--- src/hdl/safe_bus_pkg.sv ---
/*
 * Shared widths, OBI request/response structs, safety mode and DMR pair
 * enums, and pair decoding helpers for the bus safety fabric
 */
package safe_bus_pkg;

    // Vote needs exactly three harts
    localparam int NHARTS     = 3;
    localparam int ADDR_WIDTH = 32;
    localparam int DATA_WIDTH = 32;
    localparam int BE_WIDTH   = 4;

    typedef struct packed {
        logic                  req;
        logic                  we;
        logic [BE_WIDTH-1:0]   be;
        logic [ADDR_WIDTH-1:0] addr;
        logic [DATA_WIDTH-1:0] wdata;
    } obi_req_t;

    typedef struct packed {
        logic                  gnt;
        logic                  rvalid;
        logic [DATA_WIDTH-1:0] rdata;
    } obi_rsp_t;

    // Unused code 2'b11 falls back to independent
    typedef enum logic [1:0] {
        MODE_INDEPENDENT = 2'd0,
        MODE_TMR         = 2'd1,
        MODE_DMR         = 2'd2
    } safety_mode_e;

    // Lower hart index of a pair is the lead, code 2'b11 acts as PAIR_01
    typedef enum logic [1:0] {
        PAIR_01 = 2'd0,
        PAIR_12 = 2'd1,
        PAIR_02 = 2'd2
    } dmr_pair_e;

    function automatic logic [1:0] pair_lead(dmr_pair_e pair);
        case (pair)
            PAIR_12: return 2'd1;
            default: return 2'd0;
        endcase
    endfunction

    function automatic logic [1:0] pair_shadow(dmr_pair_e pair);
        case (pair)
            PAIR_12, PAIR_02: return 2'd2;
            default:          return 2'd1;
        endcase
    endfunction

endpackage
--- src/hdl/redundancy_if.sv ---
/*
 * Voter and comparator results on their way to the bus router
 */
`timescale 1ns/1ps

interface redundancy_if;

    safe_bus_pkg::obi_req_t tmr_req;
    logic                   tmr_error;
    logic [2:0]             tmr_error_id;
    // Lead request after the lockstep delay
    safe_bus_pkg::obi_req_t dmr_req;
    logic                   dmr_error;

    modport voter_mp (
        output tmr_req,
        output tmr_error,
        output tmr_error_id
    );

    modport comparator_mp (
        output dmr_req,
        output dmr_error
    );

    modport router_mp (
        input tmr_req,
        input tmr_error,
        input tmr_error_id,
        input dmr_req,
        input dmr_error
    );

endinterface

--- src/hdl/safe_bus_top.sv ---
/*
 * Bus safety fabric top level with TMR voter, DMR comparator and router
 */
`timescale 1ns/1ps

module safe_bus_top #(
    parameter int NCYCLES = 1
) (
    input  logic                                              clk_i,
    input  logic                                              rst_ni,
    // Hart side
    input  safe_bus_pkg::obi_req_t [safe_bus_pkg::NHARTS-1:0] hart_req_i,
    output safe_bus_pkg::obi_rsp_t [safe_bus_pkg::NHARTS-1:0] hart_rsp_o,
    // Memory side
    output safe_bus_pkg::obi_req_t [safe_bus_pkg::NHARTS-1:0] mem_req_o,
    input  safe_bus_pkg::obi_rsp_t [safe_bus_pkg::NHARTS-1:0] mem_rsp_i,
    // Mode control
    input  safe_bus_pkg::safety_mode_e                        mode_i,
    input  logic [1:0]                                        master_i,
    input  safe_bus_pkg::dmr_pair_e                           pair_i,
    // Error reporting
    output logic                                              tmr_error_o,
    output logic [2:0]                                        tmr_error_id_o,
    output logic                                              dmr_error_o
);

    redundancy_if chk_if ();

    tmr_voter tmr_voter_inst (
        .hart_req_i (hart_req_i),
        .mode_i     (mode_i),
        .chk        (chk_if.voter_mp)
    );

    dmr_comparator #(
        .NCYCLES (NCYCLES)
    ) dmr_comparator_inst (
        .clk_i      (clk_i),
        .rst_ni     (rst_ni),
        .hart_req_i (hart_req_i),
        .mode_i     (mode_i),
        .pair_i     (pair_i),
        .chk        (chk_if.comparator_mp)
    );

    bus_router bus_router_inst (
        .clk_i          (clk_i),
        .rst_ni         (rst_ni),
        .hart_req_i     (hart_req_i),
        .hart_rsp_o     (hart_rsp_o),
        .mem_req_o      (mem_req_o),
        .mem_rsp_i      (mem_rsp_i),
        .mode_i         (mode_i),
        .master_i       (master_i),
        .pair_i         (pair_i),
        .chk            (chk_if.router_mp),
        .tmr_error_o    (tmr_error_o),
        .tmr_error_id_o (tmr_error_id_o),
        .dmr_error_o    (dmr_error_o)
    );

endmodule

--- src/hdl/bus_router.sv ---
/*
 * Master register and per-mode routing of hart requests to the memory
 * ports and of memory responses back to the harts
 */
`timescale 1ns/1ps

module bus_router (
    input  logic                                              clk_i,
    input  logic                                              rst_ni,
    input  safe_bus_pkg::obi_req_t [safe_bus_pkg::NHARTS-1:0] hart_req_i,
    output safe_bus_pkg::obi_rsp_t [safe_bus_pkg::NHARTS-1:0] hart_rsp_o,
    output safe_bus_pkg::obi_req_t [safe_bus_pkg::NHARTS-1:0] mem_req_o,
    input  safe_bus_pkg::obi_rsp_t [safe_bus_pkg::NHARTS-1:0] mem_rsp_i,
    input  safe_bus_pkg::safety_mode_e                        mode_i,
    input  logic [1:0]                                        master_i,
    input  safe_bus_pkg::dmr_pair_e                           pair_i,
    redundancy_if.router_mp                                   chk,
    output logic                                              tmr_error_o,
    output logic [2:0]                                        tmr_error_id_o,
    output logic                                              dmr_error_o
);

    logic [1:0] master_q;
    logic [1:0] lead_idx;
    logic [1:0] shadow_idx;
    logic       indep_mode;

    assign indep_mode = (mode_i != safe_bus_pkg::MODE_TMR)
                     && (mode_i != safe_bus_pkg::MODE_DMR);

    // Master only follows master_i outside the redundant modes
    always_ff @(posedge clk_i or negedge rst_ni) begin
        if (!rst_ni) begin
            master_q <= 2'd0;
        end else if (indep_mode) begin
            // Index 3 has no hart, falls back to hart 0
            if (master_i < safe_bus_pkg::NHARTS) begin
                master_q <= master_i;
            end else begin
                master_q <= 2'd0;
            end
        end
    end

    assign lead_idx   = safe_bus_pkg::pair_lead(pair_i);
    assign shadow_idx = safe_bus_pkg::pair_shadow(pair_i);

    always_comb begin
        // Independent routing as the base case
        mem_req_o  = hart_req_i;
        hart_rsp_o = mem_rsp_i;

        case (mode_i)
            safe_bus_pkg::MODE_TMR: begin
                mem_req_o           = '0;
                mem_req_o[master_q] = chk.tmr_req;
                for (int k = 0; k < safe_bus_pkg::NHARTS; k++) begin
                    hart_rsp_o[k] = mem_rsp_i[master_q];
                end
            end
            safe_bus_pkg::MODE_DMR: begin
                // Third hart keeps its own port
                mem_req_o[lead_idx]   = chk.dmr_req;
                mem_req_o[shadow_idx] = '0;
                hart_rsp_o[lead_idx]   = mem_rsp_i[lead_idx];
                hart_rsp_o[shadow_idx] = mem_rsp_i[lead_idx];
            end
            default: begin
            end
        endcase
    end

    assign tmr_error_o    = chk.tmr_error;
    assign tmr_error_id_o = chk.tmr_error_id;
    assign dmr_error_o    = chk.dmr_error;

endmodule

--- src/hdl/dmr_comparator.sv ---
/*
 * DMR pair selection, lockstep delay of the lead request and
 * comparison against the live shadow request
 */
`timescale 1ns/1ps

module dmr_comparator #(
    parameter int NCYCLES = 1
) (
    input  logic                                              clk_i,
    input  logic                                              rst_ni,
    input  safe_bus_pkg::obi_req_t [safe_bus_pkg::NHARTS-1:0] hart_req_i,
    input  safe_bus_pkg::safety_mode_e                        mode_i,
    input  safe_bus_pkg::dmr_pair_e                           pair_i,
    redundancy_if.comparator_mp                               chk
);

    logic [1:0]             lead_idx;
    logic [1:0]             shadow_idx;
    logic                   dmr_mode;
    safe_bus_pkg::obi_req_t lead_req;
    safe_bus_pkg::obi_req_t shadow_req;
    safe_bus_pkg::obi_req_t lead_delayed;

    assign dmr_mode   = (mode_i == safe_bus_pkg::MODE_DMR);
    assign lead_idx   = safe_bus_pkg::pair_lead(pair_i);
    assign shadow_idx = safe_bus_pkg::pair_shadow(pair_i);

    assign lead_req   = hart_req_i[lead_idx];
    assign shadow_req = hart_req_i[shadow_idx];

    // Shadow hart runs NCYCLES behind the lead
    lockstep_delay #(
        .NCYCLES (NCYCLES)
    ) lockstep_delay_inst (
        .clk_i    (clk_i),
        .rst_ni   (rst_ni),
        .req_i    (lead_req),
        .enable_i (dmr_mode),
        .req_o    (lead_delayed)
    );

    assign chk.dmr_req = lead_delayed;

    // Idle cycles on both sides never count as a mismatch
    assign chk.dmr_error = dmr_mode
                        && (lead_delayed != shadow_req)
                        && (lead_delayed.req || shadow_req.req);

endmodule

--- src/hdl/tmr_voter.sv ---
/*
 * Majority vote over the three hart requests, with mismatch flag
 * and one-hot identity of the deviating hart
 */
`timescale 1ns/1ps

module tmr_voter (
    input  safe_bus_pkg::obi_req_t [safe_bus_pkg::NHARTS-1:0] hart_req_i,
    input  safe_bus_pkg::safety_mode_e                        mode_i,
    redundancy_if.voter_mp                                    chk
);

    logic eq_01;
    logic eq_12;
    logic eq_02;
    logic tmr_mode;
    logic [2:0] error_id;

    // Whole struct compared, not only the payload
    assign eq_01 = (hart_req_i[0] == hart_req_i[1]);
    assign eq_12 = (hart_req_i[1] == hart_req_i[2]);
    assign eq_02 = (hart_req_i[0] == hart_req_i[2]);

    assign tmr_mode = (mode_i == safe_bus_pkg::MODE_TMR);

    // Hart 0 wins unless only harts 1 and 2 agree
    always_comb begin
        if (eq_12 && !eq_01) begin
            chk.tmr_req = hart_req_i[1];
        end else begin
            chk.tmr_req = hart_req_i[0];
        end
    end

    // One-hot on the odd hart out, zero when all agree or all differ
    always_comb begin
        error_id = 3'b000;
        if (eq_12 && !eq_01) begin
            error_id = 3'b001;
        end else if (eq_02 && !eq_01) begin
            error_id = 3'b010;
        end else if (eq_01 && !eq_02) begin
            error_id = 3'b100;
        end
    end

    assign chk.tmr_error    = tmr_mode && !(eq_01 && eq_12);
    assign chk.tmr_error_id = tmr_mode ? error_id : 3'b000;

endmodule

--- src/hdl/lockstep_delay.sv ---
/*
 * Shift register delaying the DMR lead request by NCYCLES clock edges
 */
`timescale 1ns/1ps

module lockstep_delay #(
    parameter int NCYCLES = 1
) (
    input  logic                   clk_i,
    input  logic                   rst_ni,
    input  safe_bus_pkg::obi_req_t req_i,
    input  logic                   enable_i,
    output safe_bus_pkg::obi_req_t req_o
);

    // Stage 0 is the youngest entry
    safe_bus_pkg::obi_req_t [NCYCLES-1:0] stage_q;

    // Runs free of gnt, both harts of the pair stall alike
    always_ff @(posedge clk_i or negedge rst_ni) begin
        if (!rst_ni) begin
            stage_q <= '0;
        end else begin
            // Outside DMR only idle requests enter the line
            if (enable_i) begin
                stage_q[0] <= req_i;
            end else begin
                stage_q[0] <= '0;
            end
            for (int i = 1; i < NCYCLES; i++) begin
                stage_q[i] <= stage_q[i-1];
            end
        end
    end

    assign req_o = stage_q[NCYCLES-1];

endmodule

--- config.mk ---
export PLATFORM = sky130hd
export DESIGN_NAME = safe_bus_top
export DESIGN_NICKNAME = d
export VERILOG_FILES = /design/src/hdl/safe_bus_pkg.sv /design/src/hdl/redundancy_if.sv /design/src/hdl/safe_bus_top.sv /design/src/hdl/bus_router.sv /design/src/hdl/dmr_comparator.sv /design/src/hdl/tmr_voter.sv /design/src/hdl/lockstep_delay.sv
export SDC_FILE = /design/constraint.sdc
export NUM_CORES = 1
export LEC_CHECK = 0
export BUFFER_PORTS_ARGS = -buffer_cell sky130_fd_sc_hd__clkbuf_2
export CORE_AREA = 2 2 250 252
export DETAILED_ROUTE_END_ITERATION = 12
export DIE_AREA = 0 0 252 254
export PLACE_DENSITY = 0.54
export SETUP_SLACK_MARGIN = 0.4
export SLEW_MARGIN = 0
export SYNTH_ARGS = -nofsm -noshare
export SYNTH_HDL_FRONTEND = slang
export SYNTH_SLANG_ARGS = --single-unit
--- constraint.sdc ---
create_clock -name clk_i -period 2.88 [get_ports clk_i]
set_input_delay 0.288 -clock clk_i [delete_from_list [all_inputs] [get_ports clk_i]]
set_output_delay 0.288 -clock clk_i [all_outputs]
set_load 0.01 [all_outputs]
* After elaboration in Yosys (flattened, before gate mapping) *
Index checks and enable logic that the tools add are counted.

storage, ports and cells
  register bits after elaboration = 72
  bits in latches = 0
  memory bits (writable) = 0
  memory bits (read-only) = 0
  input bits = 320
  output and inout bits = 317
  logic and storage cells = 74
  memories kept = 0

cells by class
  $add $sub $neg = 0
  multiply operators = 0
  divide/modulo/power cells = 0
  order comparisons = 7
  equality and inequality tests = 10
  shift-type cells = 0
  multiplexer cells = 32
  bitwise logic cells = 3
  reductions and logical operators = 16

operators with widths
  cell                                                               number
  two-way mux 70 bit                                                 7
  AND 210 bit                                                        2
  demux 70 bit (select 2 bit)                                        3
  case mux 210 bit (2 select lines)                                  1
  binary-select mux 70 bit (select 2 bit)                            2
  bitwise mux 210 bit                                                1
  equality test 70 bit                                               3
  NOT 210 bit                                                        1
  bitwise mux 102 bit                                                2
  case mux 102 bit (2 select lines)                                  1
  binary-select mux 34 bit (select 2 bit)                            2
  demux 34 bit (select 2 bit)                                        2
  two-way mux 34 bit                                                 4
  != test 70 bit                                                     1
  two-way mux 3 bit                                                  4
  logical AND 1 bit                                                  11
  less-than comparator 2 x 3 -> 1 bit, second input constant         3
  equality test 2 x 1 -> 1 bit, second input constant                2
  equality test 2 bit, second input constant                         2
  greater-or-equal comparator 2 x 1 -> 1 bit, second input constant  2
  two-way mux 2 bit                                                  2
  logical NOT 1 bit                                                  3
  less-than comparator 2 bit, second input constant                  1
  != test 2 x 1 -> 1 bit, second input constant                      1
  5 further kinds                                                    5

* Longest topological paths before layout *
Gate-level depths: netlist (run 1).

  depth in word-level cells = 10
  gate-level depth with buffers = 11
  gate-level depth less buffers = 9

* Hierarchy *
From an unflattened synthesis (run 1), not the netlist that was laid out.

second synthesis, totals
  cell total of the unflattened synthesis = 1688
  area, all modules = 14345.0 um2

modules (own cells, without submodules)
  module          instances  cells each  area each (um2)  seq. area each (um2)
  bus_router      1          914         6457.4           50.0
  tmr_voter       1          367         3238.1           0.0
  dmr_comparator  1          260         2371.0           0.0
  lockstep_delay  1          147         2278.4           1751.7

* Least setup slack after synthesis (run 1) *
Ideal clock, no wire load.

  path kind = input to output
  start point = input port pair_i[1]
  end point = output port dmr_error_o
  arrival = 2.513 ns
  data required time = 2.592 ns
  path slack = 0.079 ns
  stages = 10
  path buffers = 2
  path through = inv_1 > ha_1 > clkbuf_1 > buf_1 > mux2i_1 > nor2_1 > a2111oi_0 > nand3_1 > nor4_1 > a311oi_1

on the way
  cells in the longest elaborated chain, start to end = 8
  elaborated cells on any way between the ends = 10
  classes of those cells = eq/ne (3); mux (3); reduce/logical (4)

RTL lines
  element                                                                     RTL line              text
  start: declaration                                                          safe_bus_top.sv:20    input safe_bus_pkg::dmr_pair_e pair_i,
  equality test 2 x 1 -> 1 bit / equality test 2 bit (equally long branches)  safe_bus_pkg.sv:49    case (pair)
  OR reduction 2 bit (*)                                                      safe_bus_pkg.sv:49
  two-way mux 2 bit (*)                                                       safe_bus_pkg.sv:49
  binary-select mux 70 bit (select 2 bit) (*)                                 dmr_comparator.sv:30  assign shadow_req = hart_req_i[shadow_idx];
  two-way mux 70 bit (implied by the code) (*)                                dmr_comparator.sv:30
  != test 70 bit                                                              dmr_comparator.sv:47  && (lead_delayed != shadow_req)
  logical AND 1 bit                                                           dmr_comparator.sv:47
  logical AND 1 bit (*)                                                       dmr_comparator.sv:48  && (lead_delayed.req || shadow_req.req);
  end: declaration                                                            safe_bus_top.sv:24    output logic dmr_error_o

Every way passes the cells marked *; elsewhere a longest branch is shown, timed or not. The select of a mux whose other input is x is not followed.

==> reports/metrics.cfg, run 1 <==
[critical_path]
path_depth=16
crit_arrival_ns=3.19
crit_chain=clkbuf_2, xor2_1, nor4_1, buf_4, nand4_1, buf_4, nor4_4, buf_4, o211ai_4, buf_4, buf_6, buf_12, buf_16, mux2i_4, o21ai_2, clkbuf_2
critPathBufInv=9
crit_type=input pin to output pin
reg2regPathDepth=2
cpPeakStageDelay_ns=0.32
cpMaxStageDelayCell=nor4_1
crit_fanout=10
worstSetupEndpointType=output pin
cp_top_family=buffers and inverters
r2r_setup_slack_ns=1.89
cp_common_cell=buf_4
start_kind=input pin
required_ns=2.59

[drt]
drt_iter0_markers=1732
drtAntennaViolNets=0
drt_wl_total_um=102000
dr_total_vias=19080
drt-vias-per-instance=5.482
drc=0
dr.pass1.iters=6
routedWlPerCell_um=29.31

[synth]
synth.top_cell.area_share=0.2576
synth_edf_count=0
synth_area_per_cell_um2=7.853
async_flop_share=1.000
ys_top_cells_by_area=mux2i_1 (26%), a221o_1 (14%), dfrtp_1 (12%), xor2_1 (9.1%), nor2_1 (7.2%)
synth_top_area_cell=mux2i_1
synthFlopType=dfrtp_1
synth_seq_cells=72
synth_common_cells=mux2i_1 (382), nor2_1 (284), a221o_1 (206)
ys_types=46
yosysWarnings=0
netlist_area_um2=14840
synth_most_common_cell=mux2i_1
postSynthCellCount=1890
synth_seq_area_share=0.1214
syn_nets=2214

[sta]
fmax_mhz=287.5
tightest_slew_ns=1.007
finalClockSkew_ns=0
fin_crit_ns=3.478
final_hold_viol_count=0
rsz0062_at_grt=true
worst_slack_ns=-0.5979
fin_crit_sh=1.208
max_slew_margin=0.3288
slew_viol_final=0
setup_viol=212

[run]
drv_cap=0

[power_and_ir_drop]
irDropWorstVdd_mv=0.2014
intPower_w=0.003808
p_per_area_nw_per_um2=316.9
leakagePower_nw=11.19
clkPwrFrac=0.192
p_sw_frac=0.4663
p_sw_w=0.003327
pwr-share-comb=0.649
seqPwrFrac=0.158

[placement]
dp_cells=3430
io_buffers=636
hpwl_um=82320
globalplace.congestion=0.9969

[clock_network]
htreeDepth=3
clock-sinks=72
cts_buffer_depth=2
cts_buffers=9
cts-root-buf=clkbuf_16
tritoncts=done
insertion_delay_ns=0.38
clkTransAtPathRegs_ns=0.07

[final_layout]
fin_nets=3003
multi_input_area_um2=11990
syn2layout_area_growth_pct=51.70
fillers=6581
drive_gt1_frac=0.4342
fin_cells=3480
regArea_um2=1803
utilization=0.3676

[status]
status=finished with violations
violations=negative setup slack

[floorplanning]
dieArea_um2=64010
die_w_um=252
ios=637
rows=91
floorplan.initialDensity=0.2423
die_y_um=254
coreArea_um2=61260

[min_path]
hold_path_class=input pin to register
min_path_cells=2

[global_routing]
grt_start_max_net_pins=78
grt_pass1_vias=18330
overflow=0
grt_pass1_wl_um=138200
grt_usage=0.3032
grt_antenna_before_repair=17

==> path summary, 6_finish.rpt <==
path,to,from
hold reg to reg,bus_router_inst.master_q[1],bus_router_inst.master_q[1]
setup / recovery,mem_req_o[196],hart_req_i[93]
min in group asynchronous,dmr_comparator_inst.lockstep_delay_inst.req_o[33],rst_ni
setup reg to reg,bus_router_inst.master_q[0],bus_router_inst.master_q[0]
max in group asynchronous,dmr_comparator_inst.lockstep_delay_inst.req_o[0],rst_ni
hold / removal,bus_router_inst.master_q[0],master_i[1]
==> kinds of logic (layout without fill, tap and decap cells) <==
family / after synthesis / in the layout / share of synthesized area
AO/OA/AOI/OAI: 377 / 377 / 0.2080
XOR/XNOR: 260 / 260 / 0.1534
adder cells (fa/ha/maj): 4 / 4 / 0.003372
buffers and inverters: 295 / 1088 / 0.09475
flip-flops: 72 / 72 / 0.1214
multiplexers: 415 / 415 / 0.2826
other: 0 / 7 / 0
AND/OR/NAND/NOR: 467 / 467 / 0.1364
==> worst register-to-register path, stage by stage, from the launching register on <==
cell	delay, ns
dfrtp_1	0.53
inv_1	0.20
o22ai_1	0.19
==> what timing repair did <==
action	4_1_cts	5_1_grt
resized for setup	63	118
hold buffers	1	0
setup buffers	11	3
gates cloned	8	5
hold endpoints to repair	39	0
pin swaps	15	20
endpoints found under the setup margin	317	317
==> metrics by stage <==
stage / setup TNS (ns) / worst slack (ns) / hold slack, ns / area, um^2 / power, W
detailed placement: -155.69 / -0.9329 / 0.3614 / 21150 / 0.005602
finish: -100.41 / -0.5979 / 0.1078 / 22520 / 0.007135
floorplan: 0 / 0.1663 / -0.007591 / 15020 / 0.003336
CTS: -99.30 / -0.5651 / 0.09307 / 22090 / 0.007038
global placement: -151.85 / -0.8801 / 0.3626 / 21150 / 0.005603
global route: -122.36 / -0.6834 / 0.1245 / 22510 / 0.007393
==> flip-flops by register name, summed over array words and instances (netlist names) <==
name and count:
bus_router_inst.master_q 2, dmr_comparator_inst.lockstep_delay_inst.req_o 70
==> per-layer routing <==
metal  part of all wire  routed length (um)  GRT usage
met1               0.38               38290     0.3537
met2               0.48               48540     0.5166
met3              0.095                9719    0.08348
met4              0.053                5356     0.1373
met5             0.0011                 113          0
==> cell usage in the layout, fill, tap and decap left out, types with 33 or more instances in the layout <==
| cell | count |
|---|---|
| a21o_1 | 34 |
| a21oi_1 | 34 |
| a221o_1 | 206 |
| buf_12 | 40 |
| buf_2 | 48 |
| buf_4 | 361 |
| clkbuf_2 | 563 |
| dfrtp_1 | 71 |
| mux2_2 | 33 |
| mux2i_1 | 370 |
| nand2_1 | 85 |
| nor2_1 | 281 |
| nor4_1 | 39 |
| o21ai_1 | 57 |
| xnor2_1 | 105 |
| xor2_1 | 149 |
==> final cells by class <==
| type | count | share of cell area |
|---|---|---|
| Clock buffer | 11 | 0.01122 |
| Inverter | 12 | 0.002000 |
| Clock inverter | 4 | 0.003390 |
| Multi-Input combinational cell | 1523 | 0.5325 |
| Sequential cell | 72 | 0.08007 |
| Antenna cell | 7 | 0.0007780 |
| Timing Repair Buffer | 1061 | 0.3261 |
| Tap cell | 790 | 0.04390 |
==> power by group through the flow <==
stage / registers (W) / clock network, W / logic (W)
after floorplan: 0.00111 / 0 / 0.00222
after global placement: 0.00115 / 0 / 0.00446
after detailed placement: 0.00115 / 0 / 0.00446
after CTS: 0.00113 / 0.00138 / 0.00453
after global routing: 0.00113 / 0.00141 / 0.00485
final: 0.00113 / 0.00137 / 0.00463
(Power assumes the default switching activity.)
==> inputs of run 2 (changes only) <==
--- a/config.mk
+++ b/config.mk
@@ -10,7 +10,7 @@
 export DETAILED_ROUTE_END_ITERATION = 12
 export DIE_AREA = 0 0 252 254
 export PLACE_DENSITY = 0.54
-export SETUP_SLACK_MARGIN = 0.4
+export SETUP_SLACK_MARGIN = 0.5
 export SLEW_MARGIN = 0
 export SYNTH_ARGS = -nofsm -noshare
 export SYNTH_HDL_FRONTEND = slang
==> constraint.sdc (replaced) <==
create_clock -name clk_i -period 2.95 [get_ports clk_i]
set_input_delay 0.295 -clock clk_i [delete_from_list [all_inputs] [get_ports clk_i]]
set_output_delay 0.295 -clock clk_i [all_outputs]
set_load 0.01 [all_outputs]
==> run 2 against run 1 <==
The run still ends with negative setup slack left. Non-clock buffer count rose by 54. Sequential share of layout area fell by 0.46 points. Routed wire length rose by 7.6%. Flip-flop and latch count did not move. Worst hold slack improved by 0.050 ns.
==> reports/metrics.cfg, run 2 (same netlist as run 1, synthesis figures left out) <==
[final_layout]
largest_reg_flops=70  ; unchanged
syn2layout_area_growth_pct=60.97
utilization=0.3900  ; +0.02247
final_cell_mix=clkbuf_2 (575), buf_4 (373), mux2i_1 (364)
fin_cells=3536  ; +1.6%
regArea_um2=1803  ; unchanged
fillers=6564  ; -0.26%
layout_commonest_cell=clkbuf_2
design_area_um2=23890  ; +6.1%
multi_input_area_um2=12420  ; +3.5%
drive_gt1_frac=0.4628  ; +0.02856
fin_nets=3059  ; +1.9%

[sta]
max_slew_margin=0.3062  ; -0.02256
tightest_slew_ns=1.041  ; +0.03384 ns
finalClockSkew_ns=0  ; unchanged
fin_crit_sh=1.195
slew_viol_final=0  ; unchanged
rsz0062_at_grt=true
worst_slack_ns=-0.5754  ; +0.02246 ns
setup_viol=212  ; unchanged
fmax_mhz=283.7
final_hold_viol_count=0  ; unchanged
fin_crit_ns=3.525

[critical_path]
reg2regPathDepth=3  ; +1
crit_arrival_ns=3.23  ; +0.04 ns
r2r_setup_slack_ns=1.92  ; +0.03 ns
r2r_end=bus_router_inst.master_q[1]
crit_fanout=10  ; unchanged
worstSetupEndpointType=output pin
start_kind=input pin
required_ns=2.65  ; +0.06 ns
crit_type=input pin to output pin
r2r-start=bus_router_inst.master_q[1]
cp-startpoint=hart_req_i[89]
endpoint=mem_req_o[148]

[floorplanning]
die_y_um=254  ; unchanged
coreArea_um2=61260  ; unchanged
floorplan.initialDensity=0.2423  ; unchanged
ios=637  ; unchanged
dieArea_um2=64010  ; unchanged
die_w_um=252  ; unchanged
rows=91  ; unchanged

[clock_network]
cts-root-buf=clkbuf_16
htreeDepth=3  ; unchanged
clock-sinks=72  ; unchanged
insertion_delay_ns=0.37  ; about the same
clkTransAtPathRegs_ns=0.06  ; about the same
tritoncts=done
cts_buffers=9  ; unchanged
cts_buffer_depth=2  ; unchanged

[power_and_ir_drop]
p_sw_frac=0.4637  ; -0.002580
pwr-share-comb=0.670  ; +0.021
intPower_w=0.003979  ; +4.5%
seqPwrFrac=0.149  ; -0.009
p_total_w=0.007419  ; +4.0%
leakagePower_nw=11.77  ; +5.1%
p_sw_w=0.003440  ; +3.4%
irDropWorstVdd_mv=0.2700  ; +34%
p_per_area_nw_per_um2=310.5  ; -2.0%
clkPwrFrac=0.181  ; -0.011

[drt]
dr_total_vias=19640  ; +2.9%
dr.pass1.iters=6  ; unchanged
routedWlPerCell_um=31.05  ; +5.9%
drt-vias-per-instance=5.553  ; +1.3%
drc=0  ; unchanged
drt_wl_total_um=109800  ; +7.6%
drtAntennaViolNets=0  ; unchanged
drt_iter0_markers=1888  ; +9.0%

[global_routing]
grt_pass1_vias=18690  ; +1.9%
overflow=0  ; unchanged
grt_pass1_wl_um=143300  ; +3.6%
grt_antenna_before_repair=13  ; -4
grt_start_max_net_pins=74  ; -5.1%
grt_usage=0.3148  ; +0.01153

[placement]
dp_cells=3428  ; -0.058%
place_ws_ns=-0.8362  ; +0.09665 ns
hpwl_um=83640  ; +1.6%
io_buffers=636  ; unchanged
globalplace.congestion=1.017  ; +2.0%
placed_cell_area_um2=21120  ; -0.15%

[min_path]
hold_path_class=input pin to register

[run]
drv_cap=0  ; unchanged

[status]
violations=negative setup slack
status=finished with violations

==> run 2: changes by cell type in the layout (fill, tap and decap cells not counted), moves of 7 or more <==
cell,delta
xnor2_1,-8
buf_12,+7
nor4_2,+11
clkbuf_2,+12
xor2_1,-9
xnor2_2,+8
buf_2,-24
clkbuf_16,+8
buf_4,+12
buf_6,+23
buf_8,+13
nor4_1,-15
==> run 2: worst min path at each step <==
stage / from / depth (start not counted) / slack (ns) / to
detailed placement: rst_ni / 1 / 0.38 / dmr_comparator_inst.lockstep_delay_inst.req_o[32]
global placement: rst_ni / 1 / 0.38 / dmr_comparator_inst.lockstep_delay_inst.req_o[60]
finish: master_i[0] / 3 / 0.16 / bus_router_inst.master_q[0]
global route: master_i[0] / 3 / 0.19 / bus_router_inst.master_q[0]
CTS: master_i[0] / 3 / 0.14 / bus_router_inst.master_q[0]
floorplan: rst_ni / 0 / -0.0006 / bus_router_inst.master_q[0]
==> run 2: critical path: stages <==
cell and delay, ns:
clkbuf_2 0.10, xnor2_1 0.48, nand4_1 0.17, buf_4 0.20, nor4_1 0.26, nand3_1 0.20
o211ai_4 0.30, buf_12 0.17, buf_6 0.17, buf_4 0.17, clkbuf_16 0.18, mux2i_1 0.23
o21ai_1 0.13, clkbuf_2 0.17
==> run 2: area by class of cell <==
cell class | count | share of cell area
multi-input combinational | 1525 | 0.5196
timing repair buffer | 1115 | 0.3470
sequential | 72 | 0.07546
tap | 790 | 0.04137
clock buffer | 11 | 0.01058
clock inverter | 5 | 0.003299
inverter | 12 | 0.001990
antenna | 6 | 0.0006284
==> run 2: per-stage QoR <==
stage / hold WS, ns / TNS, ns
3_3_place_gp: 0.3757 / -165.17
6_report: 0.1576 / -89.86
5_1_grt: 0.1923 / -93.93
4_1_cts: 0.1421 / -76.47
3_5_place_dp: 0.3774 / -134.35
2_1_floorplan: -0.0005911 / 0
==> run 2: power by group through the flow <==
stage | sequential (W) | combinational [W] | clock, W
floorplan | 0.00108 | 0.00217 | 0
global placement | 0.00112 | 0.00438 | 0
detailed placement | 0.00112 | 0.00437 | 0
CTS | 0.00110 | 0.00458 | 0.00136
global route | 0.00111 | 0.00516 | 0.00140
finish | 0.00110 | 0.00497 | 0.00134
==> run 2: metal layers <==
layer / GRT usage / up-vias / share of wire
li1: - / 8568 / -
met5: 0 / - / 0.00056
met2: 0.5469 / 1214 / 0.47
met4: 0.1097 / 10 / 0.049
met3: 0.06945 / 246 / 0.089
met1: 0.3813 / 9597 / 0.39
==> run 2: repair_timing <==
item / CTS / global route
setup buffers: 19 / 40
endpoints found under the hold margin: 41 / 0
hold buffers: 1 / 0
setup endpoints to repair: 301 / 317
cloned: 10 / 16
pin swaps: 15 / 41
resized for setup: 89 / 228
